`src/hw/exu_pkg.sv`:
```
package exu_pkg;

   localparam int XLEN     = 32;          // Data path width
   localparam int GHR_SIZE = 8;           // Global history length

   // Bit positions inside a bypass select
   localparam int BYP_R     = 0;
   localparam int BYP_LSU_M = 1;
   localparam int BYP_X     = 2;

   typedef logic [XLEN-1:0]     data_t;   // Operand or result
   typedef logic [31:1]         pc_t;     // Bit 0 always zero
   typedef logic [12:1]         brimm_t;  // Branch offset
   typedef logic [GHR_SIZE-1:0] ghr_t;
   typedef logic [2:0]          byp_sel_t; // One-hot {x, lsu m, r}

   typedef enum logic [3:0] {
      OP_ADD,
      OP_SUB,
      OP_AND,
      OP_OR,
      OP_XOR,
      OP_SLT,
      OP_SLTU,
      OP_SLL,
      OP_SRL,
      OP_SRA,
      OP_BEQ,
      OP_BNE,
      OP_BLT,
      OP_BGE,
      OP_JAL
   } alu_op_t;

   typedef struct packed {
      logic    valid;
      alu_op_t op;
      logic    pred_taken;                // Predicted taken from fetch
   } alu_pkt_t;

   typedef struct packed {
      logic valid;
      logic rs1_sign;                     // Treat rs1 as signed
      logic rs2_sign;                     // Treat rs2 as signed
      logic low;                          // Low half of product
   } mul_pkt_t;

   typedef struct packed {
      byp_sel_t rs1_byp;
      byp_sel_t rs2_byp;
      logic     rs1_en;
      logic     rs2_en;
      logic     select_pc;                // PC into rs1
   } opnd_ctl_t;

   typedef struct packed {
      logic valid;
      logic taken;
      logic mispredict;
      ghr_t ghr;                          // History after update
   } br_report_t;

endpackage

```
`src/hw/exu_operand_sel.sv`:
```
`timescale 1ns/10ps

module exu_operand_sel (
   input  exu_pkg::opnd_ctl_t i_opnd,
   input  exu_pkg::data_t     i_gpr_rs1,
   input  exu_pkg::data_t     i_gpr_rs2,
   input  exu_pkg::data_t     i_immed,
   input  exu_pkg::data_t     i_result_r,
   input  exu_pkg::data_t     i_lsu_result_m,
   input  exu_pkg::data_t     i_result_x,
   input  exu_pkg::pc_t       i_pc,
   output exu_pkg::data_t     o_rs1,
   output exu_pkg::data_t     o_rs2
);

   import exu_pkg::*;

   data_t rs1_byp_data;
   data_t rs2_byp_data;
   logic  rs1_byp_en;
   logic  rs2_byp_en;

   // AND-OR mux of the forwarded results
   function automatic data_t byp_mux(
      input byp_sel_t sel,
      input data_t    res_r,
      input data_t    res_m,
      input data_t    res_x
   );
      return ({XLEN{sel[BYP_R]}}     & res_r) |
             ({XLEN{sel[BYP_LSU_M]}} & res_m) |
             ({XLEN{sel[BYP_X]}}     & res_x);
   endfunction

   assign rs1_byp_en   = |i_opnd.rs1_byp;
   assign rs2_byp_en   = |i_opnd.rs2_byp;
   assign rs1_byp_data = byp_mux(i_opnd.rs1_byp, i_result_r, i_lsu_result_m, i_result_x);
   assign rs2_byp_data = byp_mux(i_opnd.rs2_byp, i_result_r, i_lsu_result_m, i_result_x);

   always_comb begin
      if (rs1_byp_en) begin
         o_rs1 = rs1_byp_data;
      end else if (i_opnd.select_pc) begin
         o_rs1 = {i_pc, 1'b0};            // Link and AUIPC style base
      end else if (i_opnd.rs1_en) begin
         o_rs1 = i_gpr_rs1;
      end else begin
         o_rs1 = '0;
      end
   end

   always_comb begin
      if (rs2_byp_en) begin
         o_rs2 = rs2_byp_data;
      end else if (i_opnd.rs2_en) begin
         o_rs2 = i_gpr_rs2;
      end else begin
         o_rs2 = i_immed;                 // I-type operand
      end
   end

   a_rs1_byp_onehot: assert final ($onehot0(i_opnd.rs1_byp))
      else $error("rs1 bypass select has more than one source");
   a_rs2_byp_onehot: assert final ($onehot0(i_opnd.rs2_byp))
      else $error("rs2 bypass select has more than one source");

endmodule

```
`src/hw/exu_alu.sv`:
```
`timescale 1ns/10ps

module exu_alu (
   input  logic              clk,
   input  logic              i_reset,
   input  exu_pkg::alu_pkt_t i_alu,
   input  exu_pkg::data_t    i_rs1,
   input  exu_pkg::data_t    i_rs2,
   input  exu_pkg::pc_t      i_pc,
   input  exu_pkg::brimm_t   i_br_immed,
   input  logic              i_flush_lower,
   output exu_pkg::data_t    o_result_x,
   output exu_pkg::pc_t      o_pc_x,
   output logic              o_br_valid_x,
   output logic              o_br_taken_x,
   output logic              o_flush_upper_x,
   output exu_pkg::pc_t      o_flush_path_x
);

   import exu_pkg::*;

   logic    valid_x;
   alu_op_t op_x;
   logic    pred_taken_x;
   data_t   a_x;
   data_t   b_x;
   pc_t     pc_x;
   brimm_t  brimm_x;

   pc_t     pc_next_x;
   pc_t     target_x;
   logic    is_branch_x;
   logic    br_valid_x;
   logic    eq_x;
   logic    lt_x;
   logic    taken_x;
   logic    mispredict_x;
   logic    [4:0] shamt_x;

   always_ff @(posedge clk) begin
      if (i_reset) begin
         valid_x <= 1'b0;
      end else begin
         valid_x <= i_alu.valid;
      end
   end

   always_ff @(posedge clk) begin
      op_x         <= i_alu.op;
      pred_taken_x <= i_alu.pred_taken;
      a_x          <= i_rs1;
      b_x          <= i_rs2;
      pc_x         <= i_pc;
      brimm_x      <= i_br_immed;
   end

   assign shamt_x   = b_x[4:0];
   assign eq_x      = (a_x == b_x);
   assign lt_x      = ($signed(a_x) < $signed(b_x));
   assign pc_next_x = pc_x + 31'd2;                       // PC + 4 in halfwords
   assign target_x  = pc_x + {{19{brimm_x[12]}}, brimm_x};

   always_comb begin
      case (op_x)
         OP_ADD:  o_result_x = a_x + b_x;
         OP_SUB:  o_result_x = a_x - b_x;
         OP_AND:  o_result_x = a_x & b_x;
         OP_OR:   o_result_x = a_x | b_x;
         OP_XOR:  o_result_x = a_x ^ b_x;
         OP_SLT:  o_result_x = {{(XLEN-1){1'b0}}, lt_x};
         OP_SLTU: o_result_x = {{(XLEN-1){1'b0}}, (a_x < b_x)};
         OP_SLL:  o_result_x = a_x << shamt_x;
         OP_SRL:  o_result_x = a_x >> shamt_x;
         OP_SRA:  o_result_x = $signed(a_x) >>> shamt_x;
         OP_JAL:  o_result_x = {pc_next_x, 1'b0};          // Link value
         default: o_result_x = '0;                          // Branches write nothing
      endcase
   end

   always_comb begin
      is_branch_x = 1'b1;
      case (op_x)
         OP_BEQ:  taken_x = eq_x;
         OP_BNE:  taken_x = ~eq_x;
         OP_BLT:  taken_x = lt_x;
         OP_BGE:  taken_x = ~lt_x;
         OP_JAL:  taken_x = 1'b1;
         default: begin
            taken_x     = 1'b0;
            is_branch_x = 1'b0;
         end
      endcase
   end

   assign br_valid_x   = valid_x & is_branch_x;
   assign mispredict_x = taken_x ^ pred_taken_x;

   assign o_pc_x          = pc_x;
   assign o_br_valid_x    = br_valid_x;
   assign o_br_taken_x    = br_valid_x & taken_x;
   assign o_flush_upper_x = br_valid_x & mispredict_x & ~i_flush_lower;
   assign o_flush_path_x  = taken_x ? target_x : pc_next_x;

   a_flush_needs_valid: assert property (
      @(posedge clk) disable iff (i_reset) o_flush_upper_x |-> valid_x);

   a_reset_clears_valid: assert property (
      @(posedge clk) i_reset |=> !valid_x);

endmodule

```
`src/hw/exu_mul.sv`:
```
`timescale 1ns/10ps

module exu_mul (
   input  logic              clk,
   input  logic              i_reset,
   input  exu_pkg::mul_pkt_t i_mul,
   input  exu_pkg::data_t    i_rs1,
   input  exu_pkg::data_t    i_rs2,
   output logic              o_valid_x,
   output exu_pkg::data_t    o_result_x
);

   import exu_pkg::*;

   mul_pkt_t               mul_x;
   data_t                  rs1_g;
   data_t                  rs2_g;
   logic signed [XLEN:0]   rs1_ext;
   logic signed [XLEN:0]   rs2_ext;
   logic signed [XLEN:0]   a_x;
   logic signed [XLEN:0]   b_x;
   logic signed [2*XLEN+1:0] prod_x;

   assign rs1_g   = i_rs1 & {XLEN{i_mul.valid}};         // Quiet operands when idle
   assign rs2_g   = i_rs2 & {XLEN{i_mul.valid}};
   assign rs1_ext = {i_mul.rs1_sign & rs1_g[XLEN-1], rs1_g};
   assign rs2_ext = {i_mul.rs2_sign & rs2_g[XLEN-1], rs2_g};

   always_ff @(posedge clk) begin
      if (i_reset) begin
         mul_x <= '0;
      end else begin
         mul_x <= i_mul.valid ? i_mul : '0;
      end
   end

   always_ff @(posedge clk) begin
      a_x <= rs1_ext;
      b_x <= rs2_ext;
   end

   assign prod_x     = a_x * b_x;                          // 33 x 33 signed
   assign o_valid_x  = mul_x.valid;
   assign o_result_x = mul_x.low ? prod_x[XLEN-1:0] : prod_x[2*XLEN-1:XLEN];

endmodule

```
`src/hw/exu_branch_track.sv`:
```
`timescale 1ns/10ps

module exu_branch_track (
   input  logic                clk,
   input  logic                i_reset,
   input  logic                i_br_valid_x,
   input  logic                i_br_taken_x,
   input  logic                i_flush_upper_x,
   input  logic                i_flush_lower,
   output exu_pkg::br_report_t o_report_r
);

   import exu_pkg::*;

   ghr_t ghr_x;
   ghr_t ghr_ns;
   logic update_x;

   // A lower flush kills the X branch, history stays put
   assign update_x = i_br_valid_x & ~i_flush_lower;
   assign ghr_ns   = update_x ? {ghr_x[GHR_SIZE-2:0], i_br_taken_x} : ghr_x;

   always_ff @(posedge clk) begin
      if (i_reset) begin
         ghr_x <= '0;
      end else begin
         ghr_x <= ghr_ns;
      end
   end

   always_ff @(posedge clk) begin
      if (i_reset) begin
         o_report_r <= '0;
      end else begin
         o_report_r.valid      <= update_x;
         o_report_r.taken      <= update_x & i_br_taken_x;
         o_report_r.mispredict <= update_x & i_flush_upper_x;
         o_report_r.ghr        <= ghr_ns;            // Post-update history
      end
   end

   // The upper flush only ever comes from a branch the tracker also sees
   a_flush_from_branch: assert property (
      @(posedge clk) disable iff (i_reset) i_flush_upper_x |-> i_br_valid_x);

endmodule

```
`src/hw/exu_top.sv`:
```
`timescale 1ns/10ps

module exu_top (
   input  logic                 clk,
   input  logic                 i_reset,
   input  exu_pkg::alu_pkt_t    i_alu,
   input  exu_pkg::mul_pkt_t    i_mul,
   input  exu_pkg::opnd_ctl_t   i_opnd,
   input  exu_pkg::data_t       i_gpr_rs1,
   input  exu_pkg::data_t       i_gpr_rs2,
   input  exu_pkg::data_t       i_immed,
   input  exu_pkg::pc_t         i_pc,
   input  exu_pkg::brimm_t      i_br_immed,
   input  exu_pkg::data_t       i_result_r,
   input  exu_pkg::data_t       i_lsu_result_m,
   input  logic                 i_flush_lower,       // Trap unit flush
   input  exu_pkg::pc_t         i_flush_lower_path,
   output exu_pkg::data_t       o_result_x,
   output exu_pkg::pc_t         o_pc_x,
   output logic                 o_flush_final,
   output exu_pkg::pc_t         o_flush_path_final,
   output exu_pkg::br_report_t  o_br_report_r
);

   import exu_pkg::*;

   data_t rs1_d;
   data_t rs2_d;
   data_t alu_result_x;
   data_t mul_result_x;
   data_t result_x;
   logic  mul_valid_x;
   logic  br_valid_x;
   logic  br_taken_x;
   logic  flush_upper_x;
   pc_t   flush_path_x;

   exu_operand_sel u_opnd (
      .i_opnd         (i_opnd),
      .i_gpr_rs1      (i_gpr_rs1),
      .i_gpr_rs2      (i_gpr_rs2),
      .i_immed        (i_immed),
      .i_result_r     (i_result_r),
      .i_lsu_result_m (i_lsu_result_m),
      .i_result_x     (result_x),                     // X-stage forward
      .i_pc           (i_pc),
      .o_rs1          (rs1_d),
      .o_rs2          (rs2_d)
   );

   exu_alu u_alu (
      .clk             (clk),
      .i_reset         (i_reset),
      .i_alu           (i_alu),
      .i_rs1           (rs1_d),
      .i_rs2           (rs2_d),
      .i_pc            (i_pc),
      .i_br_immed      (i_br_immed),
      .i_flush_lower   (i_flush_lower),
      .o_result_x      (alu_result_x),
      .o_pc_x          (o_pc_x),
      .o_br_valid_x    (br_valid_x),
      .o_br_taken_x    (br_taken_x),
      .o_flush_upper_x (flush_upper_x),
      .o_flush_path_x  (flush_path_x)
   );

   exu_mul u_mul (
      .clk        (clk),
      .i_reset    (i_reset),
      .i_mul      (i_mul),
      .i_rs1      (rs1_d),
      .i_rs2      (rs2_d),
      .o_valid_x  (mul_valid_x),
      .o_result_x (mul_result_x)
   );

   exu_branch_track u_br_track (
      .clk             (clk),
      .i_reset         (i_reset),
      .i_br_valid_x    (br_valid_x),
      .i_br_taken_x    (br_taken_x),
      .i_flush_upper_x (flush_upper_x),
      .i_flush_lower   (i_flush_lower),
      .o_report_r      (o_br_report_r)
   );

   assign result_x   = mul_valid_x ? mul_result_x : alu_result_x;
   assign o_result_x = result_x;

   // Lower flush is older and wins the redirect
   assign o_flush_final      = i_flush_lower | flush_upper_x;
   assign o_flush_path_final = ({31{i_flush_lower}} & i_flush_lower_path) |
                               ({31{~i_flush_lower & flush_upper_x}} & flush_path_x);

   a_one_unit_in_d: assert property (
      @(posedge clk) disable iff (i_reset) !(i_alu.valid && i_mul.valid));

endmodule

```
`config.mk`:
```
export PLATFORM = sky130hd
export DESIGN_NAME = exu_top
export DESIGN_NICKNAME = d
export VERILOG_FILES = /design/src/hw/exu_pkg.sv /design/src/hw/exu_operand_sel.sv /design/src/hw/exu_alu.sv /design/src/hw/exu_mul.sv /design/src/hw/exu_branch_track.sv /design/src/hw/exu_top.sv
export SDC_FILE = /design/constraint.sdc
export NUM_CORES = 2
export LEC_CHECK = 0
export ABC_CLOCK_PERIOD_IN_PS = 8160
export CAP_MARGIN = 5
export CORE_UTILIZATION = 40
export DETAILED_ROUTE_END_ITERATION = 10
export DONT_BUFFER_PORTS = 1
export GPL_ROUTABILITY_DRIVEN = 0
export PLACE_DENSITY = 0.6
export SYNTH_ARGS = -nofsm -noshare
export SYNTH_HDL_FRONTEND = slang
export SYNTH_SLANG_ARGS = --single-unit
```
`constraint.sdc`:
```
create_clock -name clk -period 8.16 [get_ports clk]
set_clock_uncertainty 0.2 [all_clocks]
set_input_delay 0.816 -clock clk [delete_from_list [all_inputs] [get_ports clk]]
set_output_delay 0.816 -clock clk [all_outputs]
set_load 0.02 [all_outputs]
```
* Word-level counts from Yosys, hierarchy flattened
Cells that the tools add are included.
** Operators by class
- Magnitude comparators :: 2
- Reduce and logical (&&, ||, !) cells :: 5
- Equal/unequal tests :: 15
- $mul :: 1
- Mux-type cells :: 12
- $add $sub $neg :: 4
- Bitwise operators :: 34
- Shifts and indexed selects :: 3
** Operator list (number)
- $pmux 32 s11 :: 1
- $and 32x32->32 :: 9
- $mux 32 :: 7
- $or 32x32->32 :: 5
- $lt 32x32->1 :: 2
- $mul 33x33->64 :: 1
- $and 31x31->31 :: 2
- $add 32x32->32 :: 1
- $eq 32x32->1 :: 1
- $shl 32x5->32 :: 1
- $shr 32x5->32 :: 1
- $sshr 32x5->32 :: 1
- $sub 32x32->32 :: 1
- $xor 32x32->32 :: 1
- $add 31x2->31 const B :: 1
- $add 31x31->31 :: 1
- $mux 31 :: 1
- $or 31x31->31 :: 1
- $eq 4x4->1 const B :: 7
- $eq 4x3->1 const B :: 4
- $and 1x1->1 :: 10
- $eq 4x2->1 const B :: 2
- $reduce_or 3->1 :: 2
- $pmux 1 s5 :: 1
- 9 further kinds :: 12
** Storage, ports and cells
- Flip-flop bits (word level) :: 192
- Input port bits :: 256
- Logic and storage cells :: 91

* Depth between registers and ports, before layout
- Depth after elaboration :: 9
- Mapped depth :: 29
- Mapped depth without buffers :: 27

* By module
From an unflattened synthesis, not the netlist that was laid out.
** Unflattened totals
- Cell total of the unflattened synthesis :: 6678
- Area, all modules :: 57553.9 um^2
** By module, submodules not included
- exu_mul :: area each 40847.9 um^2, cells an instance 4443, times used 1, seq. area each 1361.3 um^2
- exu_alu :: area each 13093.8 um^2, cells an instance 1783, times used 1, seq. area each 2262.2 um^2
- exu_operand_sel :: area each 2218.4 um^2, cells an instance 277, times used 1, seq. area each 0.0 um^2
- exu_top :: area each 985.9 um^2, cells an instance 140, times used 1, seq. area each 0.0 um^2
- exu_branch_track :: area each 407.9 um^2, cells an instance 35, times used 1, seq. area each 220.2 um^2

* Worst setup path before layout
OpenSTA, ideal clock, no wires.
- Kind :: register -> output
- Start :: reg u_mul.a_x[32]
- End :: out o_result_x[30]
- Setup slack :: -0.973 ns
- Arrival :: 8.117 ns
- Path buffers :: 2
- Stages on the path, launching flop included :: 29
- Path through :: dfxtp_1 clkbuf_1 nand2_1 inv_1 fa_1 inv_1 fa_1 inv_1 fa_1 fa_1 inv_1 fa_1 inv_1 fa_1 fa_1 inv_1 fa_1 inv_1 ha_1 clkbuf_1 nand4_1 nor2_1 a221oi_1 o21ai_0 a211o_1 o311ai_1 o21ai_1 xnor2_1 o21ai_0
** On the way
- Word-level cells in the longest chain between the ends :: 3
** Ends and longest elaborated chain
- start: declaration :: line exu_mul.sv:20 : logic signed [XLEN:0] a_x;
- start signal: assignment :: line exu_mul.sv:38 : a_x <= rs1_ext;
- $mul 33x33->64 :: line exu_mul.sv:42 : assign prod_x = a_x * b_x;
- $mux 32 :: line exu_mul.sv:44 : assign o_result_x = mul_x.low ? prod_x[XLEN-1:0] : prod_x[2*XLEN-1:XLEN];
- $mux 32 :: line exu_top.sv:88 : assign result_x = mul_valid_x ? mul_result_x : alu_result_x;
- end: declaration :: line exu_top.sv:18 : output exu_pkg::data_t o_result_x,
Every way passes these cells.

* Worst setup path after layout
- Start :: reg u_mul.a_x[32]
- End :: out o_result_x[28]
Same word-level chain as after synthesis.

==> summary.md <==
| Metric | Value |
|---|---|
| Critical Path Max Stage Delay | 0.68 ns |
| Failing checks | DRC, slew limit, setup timing |
| Number of rows in the core area | ~140 |
| Total gr overflow | 0 |
| Starting Density | about two fifths |
| Clock-pin slew of the registers on the worst-case setup and hold paths | 0.09 ns |
| Main flop type after synthesis | dfxtp_1 |
| Final Max Slew Viols | 4 |
| Final hold violation count | 0 |
| CTS tree | built |
| IO Port Bufs | 0 |
| Critical path class | flip-flop to output port |
| I/O Pins | 362 |
| CTS buffer count | 17 |
| Drt first-iter violations | slightly above 6000 |
| DRT Pass-1 Iters | 11 |
| Clock root buffer | clkbuf_16 |
| Post-route cell area | 71100 um^2 |
| Setup ws final | -1.16 ns |
| Fin nets | 8885 |
| Antenna Nets Post-Route | 0 |
| Slew @ Worst Pin | 1.51 ns |
| Hold_ws | around 0.094 ns |
| Clock latency on the worst-skew pair | roughly 0.54 ns |
| First-pass GRT wire length | 355000 um |
| Die Height | between 300 and 400 um |
| Clk sink count | around 190 |
| Ys async rst share | 0% |
| Largest net degree at the start of global routing | 70 |
| Initial antenna violation count | 22 |
| Die width | between 300 and 400 um |
| Hold Buf Count CTS | 0 |
| Period utilization | 114% |
| Vias in the first global route | between 50000 and 60000 |
| Synth top area cells | fa_1, inv_1, ha_1 |
| Via count | around 54000 |
| Post-Place Worst Slack | -0.935 ns |
| Maximum clock path buffer count | 2 |
| Fmax | about 110 MHz |
| Post-synthesis sequential area ratio | 6.60% |
| Core area | roughly 140000 um^2 |
| Commonest cells post-synth | inv_1, fa_1, nand2_1 |
| Synth cell types | 110 |
| DRC Markers | 6 |
| DR WL/cell | between 20 and 30 um |
| Layout cells sized above 1 | between 20% and 30% |
| Placement Cell Area | ~65000 um^2 |
| Fin crit period | 9.32 ns |
| EDFF count, synth | 0 |
| GR Util All Layers | between 30% and 40% |
| Max-cap check violation count | 0 |
| Die area | 147000 um^2 |
| Area Overhead vs Synth | 22.0% |
| #FFs+latches synth | 192 |
| Worst Setup End Kind | output port |
| Mapped Cells | around 6700 |
| Via density | just under 6 |
| Finished Core Util | 49.4% |
| Worst EP arrival | 8.30 ns |
| Hold Path Class | primary input to flip-flop |
| Max FO, Critical Path | 7 |
| RSZ-0062 raised after global routing | true |
| Syn_area_per_cell | approximately 8.6 um^2 |
| Synth Cell Area | between 50000 and 60000 um^2 |
| Critical path's slowest cell | fa_2 |
| Most frequent cell after synthesis | inv_1 |
| Status | finished, violations left |
| Rel. slew slack | -0.598% |
| Post-synth top area share | about two fifths |
| Cell taking the most area after synthesis | fa_1 |
| Detailed Route WL | between 200000 and 250000 um |
| Syn_nets | around 8500 |
| Total number of H-tree levels | 4 |
| Detail Placement HPWL | 192000 um |
| Endpoints failing setup | 95 |
| Crit path launch type | flip-flop |
| Critical path required time | between 7 and 8 ns |
| Syn. warnings | 0 |
-- registers in the layout, indices dropped and copies added (netlist names) --
name / count
u_mul.o_valid_x: 1
u_mul.a_x: 33
u_alu.o_pc_x: 31
u_alu.pred_taken_x: 1
u_alu.brimm_x: 12
u_br_track.o_report_r: 3
u_alu.a_x: 32
u_alu.b_x: 32
u_mul.mul_x: 1
u_br_track.ghr_x: 8
u_alu.valid_x: 1
u_alu.op_x: 4
u_mul.b_x: 33
-- cells in the final DEF (no fill, tap or decap), types with 87 or more instances in the layout --
| cell type | netlist | layout |
|---|---|---|
| buf_4 | 13 | 533 |
| buf_6 | 6 | 127 |
| dfxtp_1 | 192 | 153 |
| fa_1 | 1128 | 1057 |
| and2_1 | 503 | 461 |
| inv_1 | 1255 | 1174 |
| nor2_1 | 231 | 214 |
| buf_12 | 0 | 101 |
| nand2_1 | 866 | 839 |
| a21oi_1 | 241 | 176 |
| ha_1 | 340 | 303 |
| o21ai_0 | 169 | 131 |
| mux2i_1 | 91 | 87 |
-- critical path: cells and delay by family (launching register included) --
kind | cells | cell delay (ns)
fa+ha+maj | 9 | 4.47
flops | 1 | 0.39
compound gates | 4 | 0.99
simple gates | 4 | 0.42
buf+inv | 11 | 1.17
mux | 1 | 0.31
-- worst paths after layout --
kind | start | endpoint | slack, ns | cells after the start
worst max register to register | u_mul.a_x[20]$_DFF_P_ | u_mul.a_x[19]$_DFF_P_ | -0.37 | 29
worst min-delay path | i_alu[0] | u_alu.pred_taken_x$_DFF_P_ | 0.09 | 0
worst min register to register | u_br_track.ghr_x[7]$_SDFFE_PP0P_ | u_br_track.ghr_x[7]$_SDFFE_PP0P_ | 0.37 | 2
worst max-delay path | u_mul.a_x[32]$_DFF_P_ | o_result_x[28] | -1.16 | 29
-- repair_timing --
action | in CTS | in global routing
resized for setup | 432 | 446
endpoints found under the setup margin | 154 | 158
pin swaps | 136 | 257
setup buffers | 77 | 85
gates cloned | 14 | 14
-- routing by layer --
layer / vias up / part of all wire, % / GRT usage [%]
met2: 3459 / 44 / 49.8
met3: 914 / 13 / 11.9
li1: 22500 / - / -
met4: 6 / 8.5 / 21.1
met1: 26900 / 35 / 39.2
met5: - / 0.024 / 0.195
-- cell type report --
cell class              count  area, um^2
fillers                 13300       72900
diodes                     28        70.1
multi-input cells        4897       51100
inverters                1258        4750
flip-flops and latches    192        3970
well taps                1903        2380
repair buffers            795        8230
clock buffers              18         439
clock inverters            14         141
-- per-stage QoR --
step / setup TNS (ns) / instances
after CTS: -33.03 / 9018
after detailed placement: -48.66 / 8905
after floorplan: -2.33 / 6745
final: -39.00 / 9105
after global placement: -41.83 / 8905
after global routing: -59.80 / 9092
-- kinds of logic (layout without fill, tap and decap cells) --
group,Yosys count,in the layout,share of synthesized area (%)
flops,192,192,6.60
compound gates,1107,1107,13.3
other cells,0,28,0
fa+ha+maj,1468,1468,46.0
mux,174,174,4.29
simple gates,2024,2024,17.0
xor+xnor,124,124,1.86
buf+inv,1656,2085,10.9
Power is not shown: default switching activity piles up to over one toggle a cycle in this logic, so the estimate is an artifact.
